## src/nocPkg.sv

```systemverilog
package nocPkg;

  parameter int NUM_PORTS  = 5;
  parameter int LEN_W      = 12;
  parameter int ID_W       = 3;
  parameter int GRANT_W    = NUM_PORTS + 1;  // IDLE plus one bit per input.
  parameter int DEF_DATA_W = 32;
  parameter int DEF_CNT_W  = 16;

  // Input ports in priority order.
  typedef enum logic [2:0] {
    LOCAL = 3'd0,
    NORTH = 3'd1,
    EAST  = 3'd2,
    WEST  = 3'd3,
    SOUTH = 3'd4
  } portE;

  typedef enum logic [ID_W-1:0] {
    BODY = 3'd0,
    HEAD = 3'd1,  // Carries the hold quota in its length field.
    TAIL = 3'd2
  } flitIdE;

  // One-hot arbiter state, bit n+1 grants input n.
  typedef enum logic [GRANT_W-1:0] {
    IDLE      = 6'b000001,
    GNT_LOCAL = 6'b000010,
    GNT_NORTH = 6'b000100,
    GNT_EAST  = 6'b001000,
    GNT_WEST  = 6'b010000,
    GNT_SOUTH = 6'b100000
  } grantT;

endpackage

```

## src/flitPortIf.sv

```systemverilog
`timescale 1ns/1ns

interface flitPortIf #(
  parameter int DATA_W = nocPkg::DEF_DATA_W
) ();
  import nocPkg::*;

  logic              req;
  flitIdE            flitId;
  logic [LEN_W-1:0]  length;
  logic [DATA_W-1:0] data;

  modport source (
    output req, flitId, length, data
  );

  // Arbiter only needs the header fields.
  modport arb (
    input req, flitId, length
  );

  modport sel (
    input data, req
  );

endinterface

```

## src/grantTimer.sv

```systemverilog
`timescale 1ns/1ns

module grantTimer (
  input  logic                    clk,
  input  logic                    rst,
  input  nocPkg::flitIdE          flitId,
  input  logic [nocPkg::LEN_W-1:0] length,
  input  logic                    runTimer,
  output logic                    timesUp
);
  import nocPkg::*;

  logic [LEN_W-1:0] quota;
  logic [LEN_W-1:0] count;

  always_ff @(posedge clk)
  begin
    if (rst)
    begin
      quota <= '0;
      count <= '0;
    end
    else
    begin
      // Any header reloads the quota, granted or not.
      if (flitId == HEAD)
      begin
        quota <= length;
      end
      if (runTimer)
      begin
        count <= count + 1'b1;
      end
      else
      begin
        count <= '0;  // Idle timer restarts from zero.
      end
    end
  end

  assign timesUp = (count == quota);

endmodule

```

## src/outputArbiter.sv

```systemverilog
`timescale 1ns/1ns

module outputArbiter (
  input  logic                        clk,
  input  logic                        rst,
  flitPortIf.arb                      lPort,
  flitPortIf.arb                      nPort,
  flitPortIf.arb                      ePort,
  flitPortIf.arb                      wPort,
  flitPortIf.arb                      sPort,
  input  logic [nocPkg::NUM_PORTS-1:0] enMask,
  output nocPkg::grantT               grant
);
  import nocPkg::*;

  logic [NUM_PORTS-1:0] reqs;
  logic [NUM_PORTS-1:0] maskedReq;
  logic [NUM_PORTS-1:0] runTimer;
  logic [NUM_PORTS-1:0] timesUp;
  flitIdE               flitIds [NUM_PORTS];
  logic [LEN_W-1:0]     lengths [NUM_PORTS];
  grantT                nextGrant;

  // Search order starts at start and wraps round.
  function automatic grantT pickFirst(
    input logic [NUM_PORTS-1:0] cand,
    input int                   start
  );
    grantT pick;
    int    idx;
    pick = IDLE;
    for (int k = NUM_PORTS - 1; k >= 0; k--)
    begin
      idx = (start + k) % NUM_PORTS;
      if (cand[idx])
      begin
        pick = grantT'(GRANT_W'(1) << (idx + 1));
      end
    end
    return pick;
  endfunction

  assign reqs = {sPort.req, wPort.req, ePort.req, nPort.req, lPort.req};
  assign maskedReq = reqs & enMask;

  assign flitIds[LOCAL] = lPort.flitId;
  assign flitIds[NORTH] = nPort.flitId;
  assign flitIds[EAST]  = ePort.flitId;
  assign flitIds[WEST]  = wPort.flitId;
  assign flitIds[SOUTH] = sPort.flitId;

  assign lengths[LOCAL] = lPort.length;
  assign lengths[NORTH] = nPort.length;
  assign lengths[EAST]  = ePort.length;
  assign lengths[WEST]  = wPort.length;
  assign lengths[SOUTH] = sPort.length;

  for (genvar i = 0; i < NUM_PORTS; i++)
  begin : gTimer
    grantTimer timerInst (
      .clk      (clk),
      .rst      (rst),
      .flitId   (flitIds[i]),
      .length   (lengths[i]),
      .runTimer (runTimer[i]),
      .timesUp  (timesUp[i])
    );
  end

  always_comb
  begin
    nextGrant = IDLE;
    runTimer  = '0;
    if (grant == IDLE)
    begin
      nextGrant = pickFirst(maskedReq, 0);  // Fixed order from idle.
    end
    else
    begin
      for (int i = 0; i < NUM_PORTS; i++)
      begin
        if (grant[i+1])
        begin
          if (maskedReq[i] && !timesUp[i])
          begin
            runTimer[i] = 1'b1;
            nextGrant   = grant;
          end
          else
          begin
            // Holder drops out of the search.
            nextGrant = pickFirst(maskedReq & ~(NUM_PORTS'(1) << i), i + 1);
          end
        end
      end
    end
  end

  always_ff @(posedge clk)
  begin
    if (rst)
    begin
      grant <= IDLE;
    end
    else
    begin
      grant <= nextGrant;
    end
  end

  gntOneHot: assert property (@(posedge clk) disable iff (rst)
    $onehot(grant));

  // Expired hold must hand over or go idle on the next edge.
  holdExpires: assert property (@(posedge clk) disable iff (rst)
    |(grant[NUM_PORTS:1] & timesUp) |=> grant != $past(grant));

  gntFromReq: assert property (@(posedge clk) disable iff (rst)
    grant != IDLE |-> |(grant[NUM_PORTS:1] & $past(maskedReq)));

endmodule

```

## src/flitSelector.sv

```systemverilog
`timescale 1ns/1ns

module flitSelector #(
  parameter int DATA_W = nocPkg::DEF_DATA_W
) (
  input  logic              clk,
  input  logic              rst,
  flitPortIf.sel            lPort,
  flitPortIf.sel            nPort,
  flitPortIf.sel            ePort,
  flitPortIf.sel            wPort,
  flitPortIf.sel            sPort,
  input  nocPkg::grantT     grant,
  output logic [DATA_W-1:0] outData,
  output logic              outValid,
  output nocPkg::portE      outSrc
);
  import nocPkg::*;

  logic [DATA_W-1:0]    datas [NUM_PORTS];
  logic [NUM_PORTS-1:0] reqs;
  logic [DATA_W-1:0]    selData;
  logic                 selReq;
  portE                 selSrc;

  assign datas[LOCAL] = lPort.data;
  assign datas[NORTH] = nPort.data;
  assign datas[EAST]  = ePort.data;
  assign datas[WEST]  = wPort.data;
  assign datas[SOUTH] = sPort.data;
  assign reqs = {sPort.req, wPort.req, ePort.req, nPort.req, lPort.req};

  // One-hot AND-OR crossbar leg.
  always_comb
  begin
    selData = '0;
    selReq  = 1'b0;
    selSrc  = LOCAL;
    for (int i = 0; i < NUM_PORTS; i++)
    begin
      if (grant[i+1])
      begin
        selData = selData | datas[i];
        selReq  = reqs[i];
        selSrc  = portE'(i);
      end
    end
  end

  always_ff @(posedge clk)
  begin
    if (rst)
    begin
      outValid <= 1'b0;
      outSrc   <= LOCAL;
    end
    else
    begin
      outValid <= selReq;  // Low while idle.
      if (selReq)
      begin
        outSrc <= selSrc;
      end
    end
  end

  always_ff @(posedge clk)
  begin
    if (selReq)
    begin
      outData <= selData;
    end
  end

endmodule

```

## src/arbCtrlRegs.sv

```systemverilog
`timescale 1ns/1ns

module arbCtrlRegs #(
  parameter int CNT_W = nocPkg::DEF_CNT_W
) (
  input  logic                         clk,
  input  logic                         rst,
  input  nocPkg::grantT                grant,
  input  logic                         regWe,
  input  logic [2:0]                   regAddr,
  input  logic [15:0]                  regWData,
  output logic [CNT_W-1:0]             regRData,
  output logic [nocPkg::NUM_PORTS-1:0] enMask
);
  import nocPkg::*;

  logic [NUM_PORTS-1:0] prevGnt;
  logic [NUM_PORTS-1:0] gntRise;
  logic [CNT_W-1:0]     grantCnt [NUM_PORTS];

  assign gntRise = grant[NUM_PORTS:1] & ~prevGnt;

  always_ff @(posedge clk)
  begin
    if (rst)
    begin
      enMask <= '1;  // All inputs enabled.
    end
    else if (regWe)
    begin
      enMask <= regWData[NUM_PORTS-1:0];
    end
  end

  // Count grant entries per input.
  always_ff @(posedge clk)
  begin
    if (rst)
    begin
      prevGnt <= '0;
      for (int i = 0; i < NUM_PORTS; i++)
      begin
        grantCnt[i] <= '0;
      end
    end
    else
    begin
      prevGnt <= grant[NUM_PORTS:1];
      for (int i = 0; i < NUM_PORTS; i++)
      begin
        if (gntRise[i])
        begin
          grantCnt[i] <= grantCnt[i] + 1'b1;
        end
      end
    end
  end

  always_comb
  begin
    regRData = '0;
    if (regAddr == 3'd0)
    begin
      regRData = CNT_W'(enMask);
    end
    else if (regAddr <= 3'(NUM_PORTS))
    begin
      regRData = grantCnt[regAddr - 3'd1];  // Counters sit at 1 to 5.
    end
  end

  maskOnlyWrite: assert property (@(posedge clk) disable iff (rst)
    regWe |-> regAddr == 3'd0);

endmodule

```

## src/routerOutPort.sv

```systemverilog
`timescale 1ns/1ns

module routerOutPort #(
  parameter int DATA_W = nocPkg::DEF_DATA_W,
  parameter int CNT_W  = nocPkg::DEF_CNT_W
) (
  input  logic                     clk,
  input  logic                     rst,
  input  logic                     lReq,
  input  nocPkg::flitIdE           lFlitId,
  input  logic [nocPkg::LEN_W-1:0] lLength,
  input  logic [DATA_W-1:0]        lData,
  input  logic                     nReq,
  input  nocPkg::flitIdE           nFlitId,
  input  logic [nocPkg::LEN_W-1:0] nLength,
  input  logic [DATA_W-1:0]        nData,
  input  logic                     eReq,
  input  nocPkg::flitIdE           eFlitId,
  input  logic [nocPkg::LEN_W-1:0] eLength,
  input  logic [DATA_W-1:0]        eData,
  input  logic                     wReq,
  input  nocPkg::flitIdE           wFlitId,
  input  logic [nocPkg::LEN_W-1:0] wLength,
  input  logic [DATA_W-1:0]        wData,
  input  logic                     sReq,
  input  nocPkg::flitIdE           sFlitId,
  input  logic [nocPkg::LEN_W-1:0] sLength,
  input  logic [DATA_W-1:0]        sData,
  input  logic                     regWe,
  input  logic [2:0]               regAddr,
  input  logic [15:0]              regWData,
  output logic [CNT_W-1:0]         regRData,
  output nocPkg::grantT            grant,
  output logic [DATA_W-1:0]        outData,
  output logic                     outValid,
  output nocPkg::portE             outSrc
);
  import nocPkg::*;

  logic [NUM_PORTS-1:0] enMask;

  flitPortIf #(.DATA_W(DATA_W)) lIf ();
  flitPortIf #(.DATA_W(DATA_W)) nIf ();
  flitPortIf #(.DATA_W(DATA_W)) eIf ();
  flitPortIf #(.DATA_W(DATA_W)) wIf ();
  flitPortIf #(.DATA_W(DATA_W)) sIf ();

  assign lIf.req = lReq;
  assign lIf.flitId = lFlitId;
  assign lIf.length = lLength;
  assign lIf.data = lData;
  assign nIf.req = nReq;
  assign nIf.flitId = nFlitId;
  assign nIf.length = nLength;
  assign nIf.data = nData;
  assign eIf.req = eReq;
  assign eIf.flitId = eFlitId;
  assign eIf.length = eLength;
  assign eIf.data = eData;
  assign wIf.req = wReq;
  assign wIf.flitId = wFlitId;
  assign wIf.length = wLength;
  assign wIf.data = wData;
  assign sIf.req = sReq;
  assign sIf.flitId = sFlitId;
  assign sIf.length = sLength;
  assign sIf.data = sData;

  outputArbiter arbInst (
    .clk    (clk),
    .rst    (rst),
    .lPort  (lIf.arb),
    .nPort  (nIf.arb),
    .ePort  (eIf.arb),
    .wPort  (wIf.arb),
    .sPort  (sIf.arb),
    .enMask (enMask),
    .grant  (grant)
  );

  flitSelector #(.DATA_W(DATA_W)) selInst (
    .clk      (clk),
    .rst      (rst),
    .lPort    (lIf.sel),
    .nPort    (nIf.sel),
    .ePort    (eIf.sel),
    .wPort    (wIf.sel),
    .sPort    (sIf.sel),
    .grant    (grant),
    .outData  (outData),
    .outValid (outValid),
    .outSrc   (outSrc)
  );

  arbCtrlRegs #(.CNT_W(CNT_W)) regsInst (
    .clk      (clk),
    .rst      (rst),
    .grant    (grant),
    .regWe    (regWe),
    .regAddr  (regAddr),
    .regWData (regWData),
    .regRData (regRData),
    .enMask   (enMask)
  );

endmodule

```

## config.mk

```make
export PLATFORM = sky130hd
export DESIGN_NAME = routerOutPort
export DESIGN_NICKNAME = d
export VERILOG_FILES = /design/src/nocPkg.sv /design/src/flitPortIf.sv /design/src/grantTimer.sv /design/src/outputArbiter.sv /design/src/flitSelector.sv /design/src/arbCtrlRegs.sv /design/src/routerOutPort.sv
export SDC_FILE = /design/constraint.sdc
export NUM_CORES = 1
export LEC_CHECK = 0
export BUFFER_PORTS_ARGS = -buffer_cell sky130_fd_sc_hd__buf_2
export CAP_MARGIN = 20
export CELL_PAD_IN_SITES_DETAIL_PLACEMENT = 1
export CELL_PAD_IN_SITES_GLOBAL_PLACEMENT = 2
export CORE_ASPECT_RATIO = 1.2
export CORE_MARGIN = 3
export CORE_UTILIZATION = 36
export CTS_CLUSTER_SIZE = 24
export DETAILED_ROUTE_END_ITERATION = 6
export GPL_ROUTABILITY_DRIVEN = 0
export PLACE_DENSITY = 0.91
export RECOVER_POWER = 50
export SETUP_SLACK_MARGIN = 0.5
export SLEW_MARGIN = 20
export SYNTH_ARGS = -nofsm -noshare
export SYNTH_HDL_FRONTEND = slang
export SYNTH_SLANG_ARGS = --single-unit
```

## constraint.sdc

```tcl
create_clock -name clk -period 8.18 [get_ports clk]
set_input_delay 0.409 -clock clk [delete_from_list [all_inputs] [get_ports clk]]
set_output_delay 0.409 -clock clk [all_outputs]
set_load 0.05 [all_outputs]
```

==> impl_metrics.csv, run 1 <==
group,metric,value,unit
status,status,"complete, but fails checks",
status,violations,"max-capacitance violations, max-slew violations",
synth,ys_warn_count,0,
global_route,grt_util_all_layers,0.209,
clock_tree,cts_buffer_depth,3,
timing,fin_ws,3280,ps
floorplan,dieWidth,178,µm
layout,drive_gt1_frac,0.217,
layout,area_delta_synth_final,22.5,%
critical_path,path_cells,"clkbuf_1 -> clkbuf_1 -> nor2b_1 -> a2111oi_4 -> buf_4 -> nor2_1",
synth,seq_area_frac_synth,0.481,
synth,synth_area,0.0128,mm²
timing,relSlewSlack,-0.823,
global_route,grt_max_degree,81,
synth,async_reset_ff_frac,0,
critical_path,r2r_cells,6,
timing,setup_violations,0,
timing,fmax,0.204,GHz
drt,vias,11100,
floorplan,dieHeight,213,µm
clock_tree,post_cts_buffers,0,
critical_path,critPathKind,"primary input to register",
drt,viasPerCell,5.39,
drt,drt_first_iter_violations,816,
floorplan,die-area,0.0379,mm²
floorplan,initial_core_util,0.366,
placement,hpwl,31100,µm
critical_path,cp_data_arrival_time,5140,ps
timing,rsz0062_at_grt,"no",
clock_tree,clk_pin_slew,60,ps
drt,wl_per_cell,20.2,µm
drt,drt_drc_violations_left,0,
timing,timing.setup.tns,0,ps
run,maxCapViolations,6,
clock_tree,tritoncts,"built",
clock_tree,cts-hold-fix-buffers,0,
floorplan,core_area,0.0350,mm²
timing,fin_worst_skew,8.67,ps
critical_path,path_common_cell,"clkbuf_1",
synth,yosysUniqueCellTypes,58,
critical_path,startpoint,"rst",
placement,port_buffers,308,
placement,dpl_worst_slack,4710,ps
critical_path,slowest_delay,1610,ps
clock_tree,ctsResizeCount,0,
drt,drt_wl_total,41500,µm
global_route,grt_first_pass_wirelength,62800,µm
critical_path,critPathRequiredTime,8420,ps
clock_tree,clock_latency,530,ps
min_path,hp-class,"primary input to register",
synth,avgSynthCellArea,9.98,µm²
critical_path,cp-start-kind,"primary input",
layout,nNetsFinal,1846,
floorplan,rows,75,
clock_tree,clock-sinks,252,
power_and_ir_drop,power.leakage,0.00624,µW
timing,drv_slew,238,
power_and_ir_drop,vdd_drop_max,0.142,mV
drt,antenna_left,0,
drt,firstDrtPassIters,6,
clock_tree,h-tree-depth,1,
timing,fin_crit,4900,ps
synth,syn_nets,1558,
clock_tree,root_buffer,"clkbuf_16",
global_route,grt_remaining_overflow,0,
synth,syn-instance-count,1284,
synth,synth_edf_count,112,
power_and_ir_drop,power_density,238,mW/mm²
floorplan,boundaryPins,320,
critical_path,crit_slowest_cell,"clkbuf_1",
critical_path,reg2reg_from,"arbInst.grant[4]",
synth,synth-main-ff-cell,"dfxtp_1",
critical_path,end_kind,"register",
critical_path,path_max_fanout,80,
synth,ys_ff_latch,252,
power_and_ir_drop,power,3740,µW
critical_path,reg2reg_slack,3540,ps
critical_path,r2r_end,"selInst.outData[23]",
critical_path,crit_end,"regsInst.grantCnt[3][2]",
timing,tightest_slew,2730,ps
global_route,grt_pass1_vias,11500,
clock_tree,numCtsBuffers,29,
global_route,antenna_found_initial,4,
timing,hold_viol,0,
timing,period_share,0.599,
## registers in the layout, summed over array words and instances, names as in the netlist
| signal | flops |
|---|---|
| selInst.outData | 32 |
| selInst.outSrc | 3 |
| selInst.outValid | 1 |
| regsInst.enMask | 5 |
| arbInst.grant | 6 |
| regsInst.prevGnt | 5 |
| arbInst.gTimer.timerInst.count | 60 |
| regsInst.grantCnt | 80 |
| arbInst.gTimer.timerInst.quota | 60 |
## how the worst min path moves through the flow
stage	start	endpoint	slack [ps]	cells past startpoint
2_1_floorplan	arbInst.gTimer[1].timerInst.count[0]	arbInst.gTimer[1].timerInst.count[0]	450	1
3_3_place_gp	arbInst.gTimer[0].timerInst.count[0]	arbInst.gTimer[0].timerInst.count[0]	470	1
3_5_place_dp	arbInst.gTimer[0].timerInst.count[0]	arbInst.gTimer[0].timerInst.count[0]	480	1
4_1_cts	regWData[3]	regsInst.enMask[3]	60	2
5_1_grt	regWData[2]	regsInst.enMask[2]	70	2
6_report	regWData[2]	regsInst.enMask[2]	90	2
## cells in the mapped netlist (all sizes together), types with 9 or more instances
cell / n / area (µm²)
a21oi: 23 / 115
xnor2: 63 / 552
a22oi: 33 / 248
ha: 12 / 150
clkbuf: 54 / 203
edfxtp: 112 / 3360
nand4: 23 / 144
a222oi: 32 / 320
mux2i: 65 / 651
dfxtp: 140 / 2800
nor2b: 16 / 100
nand2: 124 / 465
nor2: 211 / 792
nor4: 12 / 81.3
mux4: 16 / 360
xor2: 113 / 990
and2: 9 / 56.3
nand3: 57 / 285
and3: 40 / 254
inv: 17 / 63.8
o21ai: 16 / 80.1
and4: 14 / 123
## area by class of cell
cell class	instances	area [µm²]
flip-flops and latches	252	6170
fillers	4033	19300
multi-input cells	953	6380
clock inverters	8	87.6
well taps	462	578
diodes	2	5.00
inverters	17	63.8
repair buffers	319	1560
clock buffers	45	857
## stage by stage
step	hold WS [ps]	instance area, µm²	util	cells
6_report	90.7	15700	0.449	2058
4_1_cts	60.8	15800	0.450	2055
5_1_grt	72.1	15700	0.448	2057
3_5_place_dp	483	14800	0.423	2002
2_1_floorplan	447	12800	-	1284
3_3_place_gp	467	14800	0.423	2001
## per-layer routing
metal / global-route usage / vias to the layer above / wire length (µm)
met5: 0 / - / 36
met4: 0.0543 / 6 / 983
met2: 0.356 / 340 / 20500
met1: 0.276 / 5472 / 17400
li1: - / 5198 / -
met3: 0.0330 / 78 / 2610
## placed cells by master (no fill, tap or decap), types with 29 or more instances in the layout
cell and instances:
xnor2_1 63, and3_1 37, edfxtp_1 112, clkbuf_1 54, a22oi_1 33, xor2_1 113
nor2_1 211, dfxtp_1 136, clkbuf_16 29, mux2i_1 65, a222oi_1 32, nand2_1 124
buf_2 269, nand3_1 57
## kinds of logic (layout without fill, tap and decap cells)
logic type               after synthesis  after routing  share of synthesized area
other                                  0              2                          0
adder cells (fa/ha/maj)               12             12                     0.0117
XOR/XNOR                             176            176                      0.120
AND/OR/NAND/NOR                      537            537                      0.196
buffers and inverters                 79            389                     0.0250
AO/OA/AOI/OAI                        146            146                     0.0863
flip-flops                           252            252                      0.481
multiplexers                          82             82                     0.0798
## power by group
| part | total [µW] | internal [µW] | switching [µW] |
|---|---|---|---|
| combinational | 842 | 269 | 573 |
| clock | 1290 | 777 | 510 |
| sequential | 1610 | 1480 | 125 |
| total | 3740 | 2530 | 1210 |
## worst max-delay path: cells and delay by family
family	cells	cell delay (ps)
buffers and inverters	3	3690
AO/OA/AOI/OAI	1	450
AND/OR/NAND/NOR	2	540
(Power assumes the default switching activity.)
==> inputs of run 2 (changes only) <==
--- a/config.mk
+++ b/config.mk
@@ -11,11 +11,11 @@
 export CELL_PAD_IN_SITES_GLOBAL_PLACEMENT = 2
 export CORE_ASPECT_RATIO = 1.2
 export CORE_MARGIN = 3
-export CORE_UTILIZATION = 36
+export CORE_UTILIZATION = 33
 export CTS_CLUSTER_SIZE = 24
 export DETAILED_ROUTE_END_ITERATION = 6
 export GPL_ROUTABILITY_DRIVEN = 0
-export PLACE_DENSITY = 0.91
+export PLACE_DENSITY = 0.84
 export RECOVER_POWER = 50
 export SETUP_SLACK_MARGIN = 0.5
 export SLEW_MARGIN = 20
==> constraint.sdc (replaced) <==
create_clock -name clk -period 4.7 [get_ports clk]
set_input_delay 0.235 -clock clk [delete_from_list [all_inputs] [get_ports clk]]
set_output_delay 0.235 -clock clk [all_outputs]
set_load 0.05 [all_outputs]
==> impl_metrics.csv, run 2 (same netlist as run 1, synthesis figures left out) <==
group,metric,value,unit
placement,hpwl,30900,µm
power_and_ir_drop,vdd_drop_max,0.296,mV
drt,drt_first_iter_violations,818,
layout,largest_reg_flops,80,
drt,antenna_left,0,
drt,vias,11800,
drt,wl_met3,2470,µm
layout,largestRegisters,"regsInst.grantCnt: 80 flops, arbInst.gTimer.timerInst.count: 60 flops, arbInst.gTimer.timerInst.quota: 60 flops",
timing,relSlewSlack,-1.08,
timing,timing.setup.tns,0,ps
layout,num-fill-cells,4338,
power_and_ir_drop,switchingPower,2180,µW
power_and_ir_drop,netSwitchingFraction,0.328,
drt,drt_drc_violations_left,0,
power_and_ir_drop,seq_power_share,0.426,
power_and_ir_drop,power.leakage,0.00681,µW
power_and_ir_drop,internal-power,4460,µW
timing,fin_worst_skew,27.9,ps
clock_tree,numCtsBuffers,28,
min_path,hp-start,"rst",
clock_tree,tritoncts,"built",
floorplan,boundaryPins,320,
critical_path,end_kind,"register",
layout,drive_gt1_frac,0.197,
timing,drv_slew,202,
status,status,"complete, but fails checks",
global_route,grt_max_degree,81,
drt,wl_met1,18700,µm
floorplan,dieHeight,222,µm
floorplan,dieWidth,186,µm
global_route,grt_remaining_overflow,0,
clock_tree,clk_pin_slew,60,ps
power_and_ir_drop,pwr-share-clk,0.320,
timing,hold_viol,0,
clock_tree,clock_latency,560,ps
critical_path,cp_data_arrival_time,4190,ps
global_route,grt_pass1_vias,12300,
layout,area_delta_synth_final,34.0,%
global_route,grt_util_all_layers,0.209,
drt,wl_met2,21900,µm
placement,port_buffers,308,
timing,fmax,0.263,GHz
layout,final_cells,2223,
drt,drt_wl_total,44500,µm
min_path,hp-class,"primary input to register",
critical_path,r2r_end,"regsInst.grantCnt[3][15]",
critical_path,critPathRequiredTime,5080,ps
global_route,grt_first_pass_wirelength,68500,µm
timing,rsz0062_at_grt,"no",
drt,top_layer,"met5",
clock_tree,cts_buffer_depth,3,
timing,fin_crit,3810,ps
critical_path,r2r_cells,6,
clock_tree,cts-hold-fix-buffers,148,
floorplan,die-area,0.0412,mm²
placement,dpl_worst_slack,1630,ps
status,violations,"max-capacitance violations, max-slew violations",
clock_tree,h-tree-depth,1,
floorplan,initial_core_util,0.337,
timing,setup_violations,0,
critical_path,cp-start-kind,"register",
floorplan,rows,78,
clock_tree,ctsResizeCount,0,
min_path,min_to,"regsInst.prevGnt[3]",
timing,period_share,0.810,
drt,firstDrtPassIters,7,
clock_tree,root_buffer,"clkbuf_16",
clock_tree,post_cts_buffers,0,
power_and_ir_drop,power_frac_comb,0.254,
critical_path,critPathKind,"register to register",
floorplan,core_area,0.0381,mm²
layout,final_common_cell,"buf_2",
power_and_ir_drop,power_density,387,mW/mm²
critical_path,reg2reg_slack,890,ps
layout,top_register,"regsInst.grantCnt",
timing,tightest_slew,3120,ps
drt,wl_per_cell,20.0,µm
layout,nNetsFinal,1994,
timing,fin_ws,895,ps
global_route,antenna_found_initial,4,
critical_path,reg2reg_from,"arbInst.grant[1]",
min_path,min_path_cells,2,
run,maxCapViolations,4,
layout,layout_common_cells,"buf_2, nor2_1, dlygate4sd3_1, dfxtp_1, nand2_1",
critical_path,path_max_fanout,80,
placement,place_inst,2021,
drt,viasPerCell,5.31,
clock_tree,clock-sinks,252,
[run 2: final cells by class]
class / count / area [µm²] / share of cell area
multi-input combinational: 953 / 6390 / 0.372
sequential: 252 / 6170 / 0.359
timing repair buffer: 468 / 3070 / 0.179
inverter: 17 / 63.8 / 0.00372
clock inverter: 7 / 72.6 / 0.00423
clock buffer: 43 / 802 / 0.0467
tap: 480 / 601 / 0.0350
antenna: 3 / 7.51 / 0.000437
[run 2: worst max path at each step]
stage          cells after the start                  endpoint        startpoint
3_5_place_dp                       7               regRData[3]        regAddr[0]
2_1_floorplan                      5        selInst.outData[0]  arbInst.grant[1]
5_1_grt                            6         selInst.outSrc[1]  arbInst.grant[2]
4_1_cts                            4       selInst.outData[23]  arbInst.grant[3]
6_report                           6  regsInst.grantCnt[3][15]  arbInst.grant[1]
3_3_place_gp                       5          selInst.outValid  arbInst.grant[3]
[run 2: worst max-delay path, cell delays in order, from the launching register on]
cell and delay [ps]:
dfxtp_1 320, clkbuf_1 1560, inv_1 420, nor3_1 540
a2111oi_4 100, buf_4 390, a21oi_1 240
[run 2: power by group through the flow]
stage                     Clock [µW]  Sequential [µW]  Combinational, µW
after CTS                       2200             2830               1660
final                           2130             2830               1690
after global routing            2290             2860               1810
after floorplan                    0             3010                779
after detailed placement           0             2870               1440
after global placement             0             2860               1420
[run 2: layer usage]
metal,track usage,vias up
li1,-,5496
met1,0.261,5836
met2,0.360,364
met3,0.0402,99
met4,0.0714,4
met5,0,-
[run 2: stage by stage]
| step | cell area [µm²] | power, µW | hold WS [ps] | util |
|---|---|---|---|---|
| after floorplan | 12800 | 3780 | 353 | - |
| after global placement | 14800 | 4270 | 451 | 0.390 |
| after detailed placement | 14800 | 4320 | 461 | 0.390 |
| after CTS | 17200 | 6690 | 5.15 | 0.452 |
| after global routing | 17200 | 6960 | 33.9 | 0.451 |
| final | 17200 | 6650 | 45.5 | 0.451 |
==> inputs of run 3 (changes only) <==
--- a/config.mk
+++ b/config.mk
@@ -11,11 +11,11 @@
 export CELL_PAD_IN_SITES_GLOBAL_PLACEMENT = 2
 export CORE_ASPECT_RATIO = 1.2
 export CORE_MARGIN = 3
-export CORE_UTILIZATION = 33
+export CORE_UTILIZATION = 30
 export CTS_CLUSTER_SIZE = 24
 export DETAILED_ROUTE_END_ITERATION = 6
 export GPL_ROUTABILITY_DRIVEN = 0
-export PLACE_DENSITY = 0.84
+export PLACE_DENSITY = 0.81
 export RECOVER_POWER = 50
 export SETUP_SLACK_MARGIN = 0.5
 export SLEW_MARGIN = 20
==> constraint.sdc (replaced) <==
create_clock -name clk -period 3.5 [get_ports clk]
set_input_delay 0.175 -clock clk [delete_from_list [all_inputs] [get_ports clk]]
set_output_delay 0.175 -clock clk [all_outputs]
set_load 0.05 [all_outputs]
==> impl_metrics.csv, run 3 (same netlist as run 1, synthesis figures left out) <==
group,metric,value,unit
global_route,grt_pass1_vias,12600,
timing,fin_crit,2780,ps
global_route,antenna_found_initial,5,
drt,firstDrtPassIters,7,
power_and_ir_drop,pwr-share-clk,0.338,
layout,multi_input_area,0.00641,mm²
layout,largestRegisters,"regsInst.grantCnt: 80 flops, arbInst.gTimer.timerInst.count: 60 flops, arbInst.gTimer.timerInst.quota: 60 flops",
layout,top_register,"regsInst.grantCnt",
power_and_ir_drop,vdd_drop_max,0.341,mV
status,violations,"design-rule violations, max-capacitance violations, max-slew violations",
power_and_ir_drop,seq_power_share,0.408,
layout,largest_reg_flops,80,
power_and_ir_drop,internal-power,6250,µW
layout,area_delta_synth_final,37.7,%
timing,relSlewSlack,-0.493,
placement,place_inst,2093,
power_and_ir_drop,power_frac_comb,0.255,
clock_tree,cts_buffer_depth,3,
min_path,hp-class,"primary input to register",
timing,tightest_slew,2230,ps
floorplan,dieHeight,232,µm
floorplan,initial_core_util,0.305,
clock_tree,h-tree-depth,1,
timing,drv_slew,69,
clock_tree,clk_pin_slew,60,ps
clock_tree,tritoncts,"built",
global_route,grt_remaining_overflow,0,
layout,final_cells,2320,
global_route,grt_util_all_layers,0.195,
clock_tree,root_buffer,"clkbuf_16",
critical_path,end_kind,"register",
power_and_ir_drop,switchingPower,3000,µW
layout,seqCellArea,0.00617,mm²
drt,drt_wl_total,45700,µm
layout,drive_gt1_frac,0.204,
placement,hpwl,32700,µm
power_and_ir_drop,power.leakage,0.00697,µW
timing,setup_violations,0,
layout,final_common_cell,"buf_2",
timing,holdWs,35.5,ps
critical_path,cp-start-kind,"register",
floorplan,boundaryPins,320,
floorplan,core_area,0.0420,mm²
timing,rsz0062_at_grt,"no",
clock_tree,clock-sinks,252,
placement,port_buffers,308,
layout,layout_common_cells,"buf_2, nor2_1, dlygate4sd3_1, dfxtp_1, nand2_1",
timing,period_share,0.793,
drt,vias,11800,
timing,fmax,0.360,GHz
drt,drt_first_iter_violations,624,
global_route,grt_first_pass_wirelength,70600,µm
critical_path,critPathRequiredTime,3920,ps
global_route,grt_max_degree,81,
run,maxCapViolations,3,
critical_path,critPathKind,"register to register",
power_and_ir_drop,power_density,524,mW/mm²
timing,hold_viol,0,
drt,drt_drc_violations_left,1,
timing,fin_worst_skew,32.6,ps
layout,final_util,0.420,
clock_tree,clock_latency,580,ps
drt,wl_per_cell,19.7,µm
floorplan,die-area,0.0452,mm²
timing,timing.setup.tns,0,ps
layout,nNetsFinal,2021,
critical_path,path_max_fanout,33,
clock_tree,numCtsBuffers,30,
status,status,"complete, but fails checks",
power_and_ir_drop,netSwitchingFraction,0.324,
floorplan,dieWidth,195,µm
layout,num-fill-cells,4778,
critical_path,cp_data_arrival_time,3200,ps
floorplan,rows,82,
drt,viasPerCell,5.07,
drt,antenna_left,0,
run 3: cell type report:
class / instances / area share
Sequential cell: 252 / 0.350
Timing Repair Buffer: 493 / 0.188
Antenna cell: 3 / 0.000426
Multi-Input combinational cell: 953 / 0.363
Tap cell: 546 / 0.0387
Inverter: 17 / 0.00362
Clock inverter: 6 / 0.00404
Clock buffer: 50 / 0.0520
run 3: critical path, cell delays in order, from the launching register on:
cell and delay [ps]:
dfxtp_1 730, buf_4 500, a222oi_1 150, dlygate4sd3_1 600
nand2_1 60, dlygate4sd3_1 550
run 3: stage by stage:
step	instance area, µm²	total power (µW)	worst slack [ps]
finish	17600	9250	723
global route	17600	9690	640
CTS	17700	9350	574
detailed placement	15000	5860	601
global placement	15000	5790	749
floorplan	12900	5090	585
run 3: routing by layer:
layer | wire length (µm) | global-route usage
met5 | 0 | 0
met1 | 18700 | 0.235
met4 | 1560 | 0.0727
met3 | 2410 | 0.0395
met2 | 23000 | 0.346
run 3: final timing paths:
kind	depth (start not counted)	slack (ps)	startpoint	endpoint
worst max-delay path	5	720	arbInst.grant[5]	selInst.outData[19]
worst min-delay path	3	40	wData[29]	selInst.outData[29]
worst max register to register	5	720	arbInst.grant[5]	selInst.outData[19]
worst min register to register	1	490	arbInst.gTimer[3].timerInst.count[0]	arbInst.gTimer[3].timerInst.count[0]
run 3: power groups by stage:
stage | clock, µW | sequential [µW] | combinational, µW
floorplan | 0 | 4030 | 1060
finish | 3120 | 3770 | 2360
global placement | 0 | 3810 | 1980
global route | 3340 | 3810 | 2540
detailed placement | 0 | 3830 | 2030
CTS | 3220 | 3770 | 2360
run 3: repair_timing:
| action | in CTS | in global routing |
|---|---|---|
| endpoints found under the hold margin | 98 | 0 |
| hold buffers | 167 | 0 |
| endpoints found under the setup margin | 0 | 22 |
| buffers inserted | 0 | 0 |
| gates resized for setup | 0 | 1 |
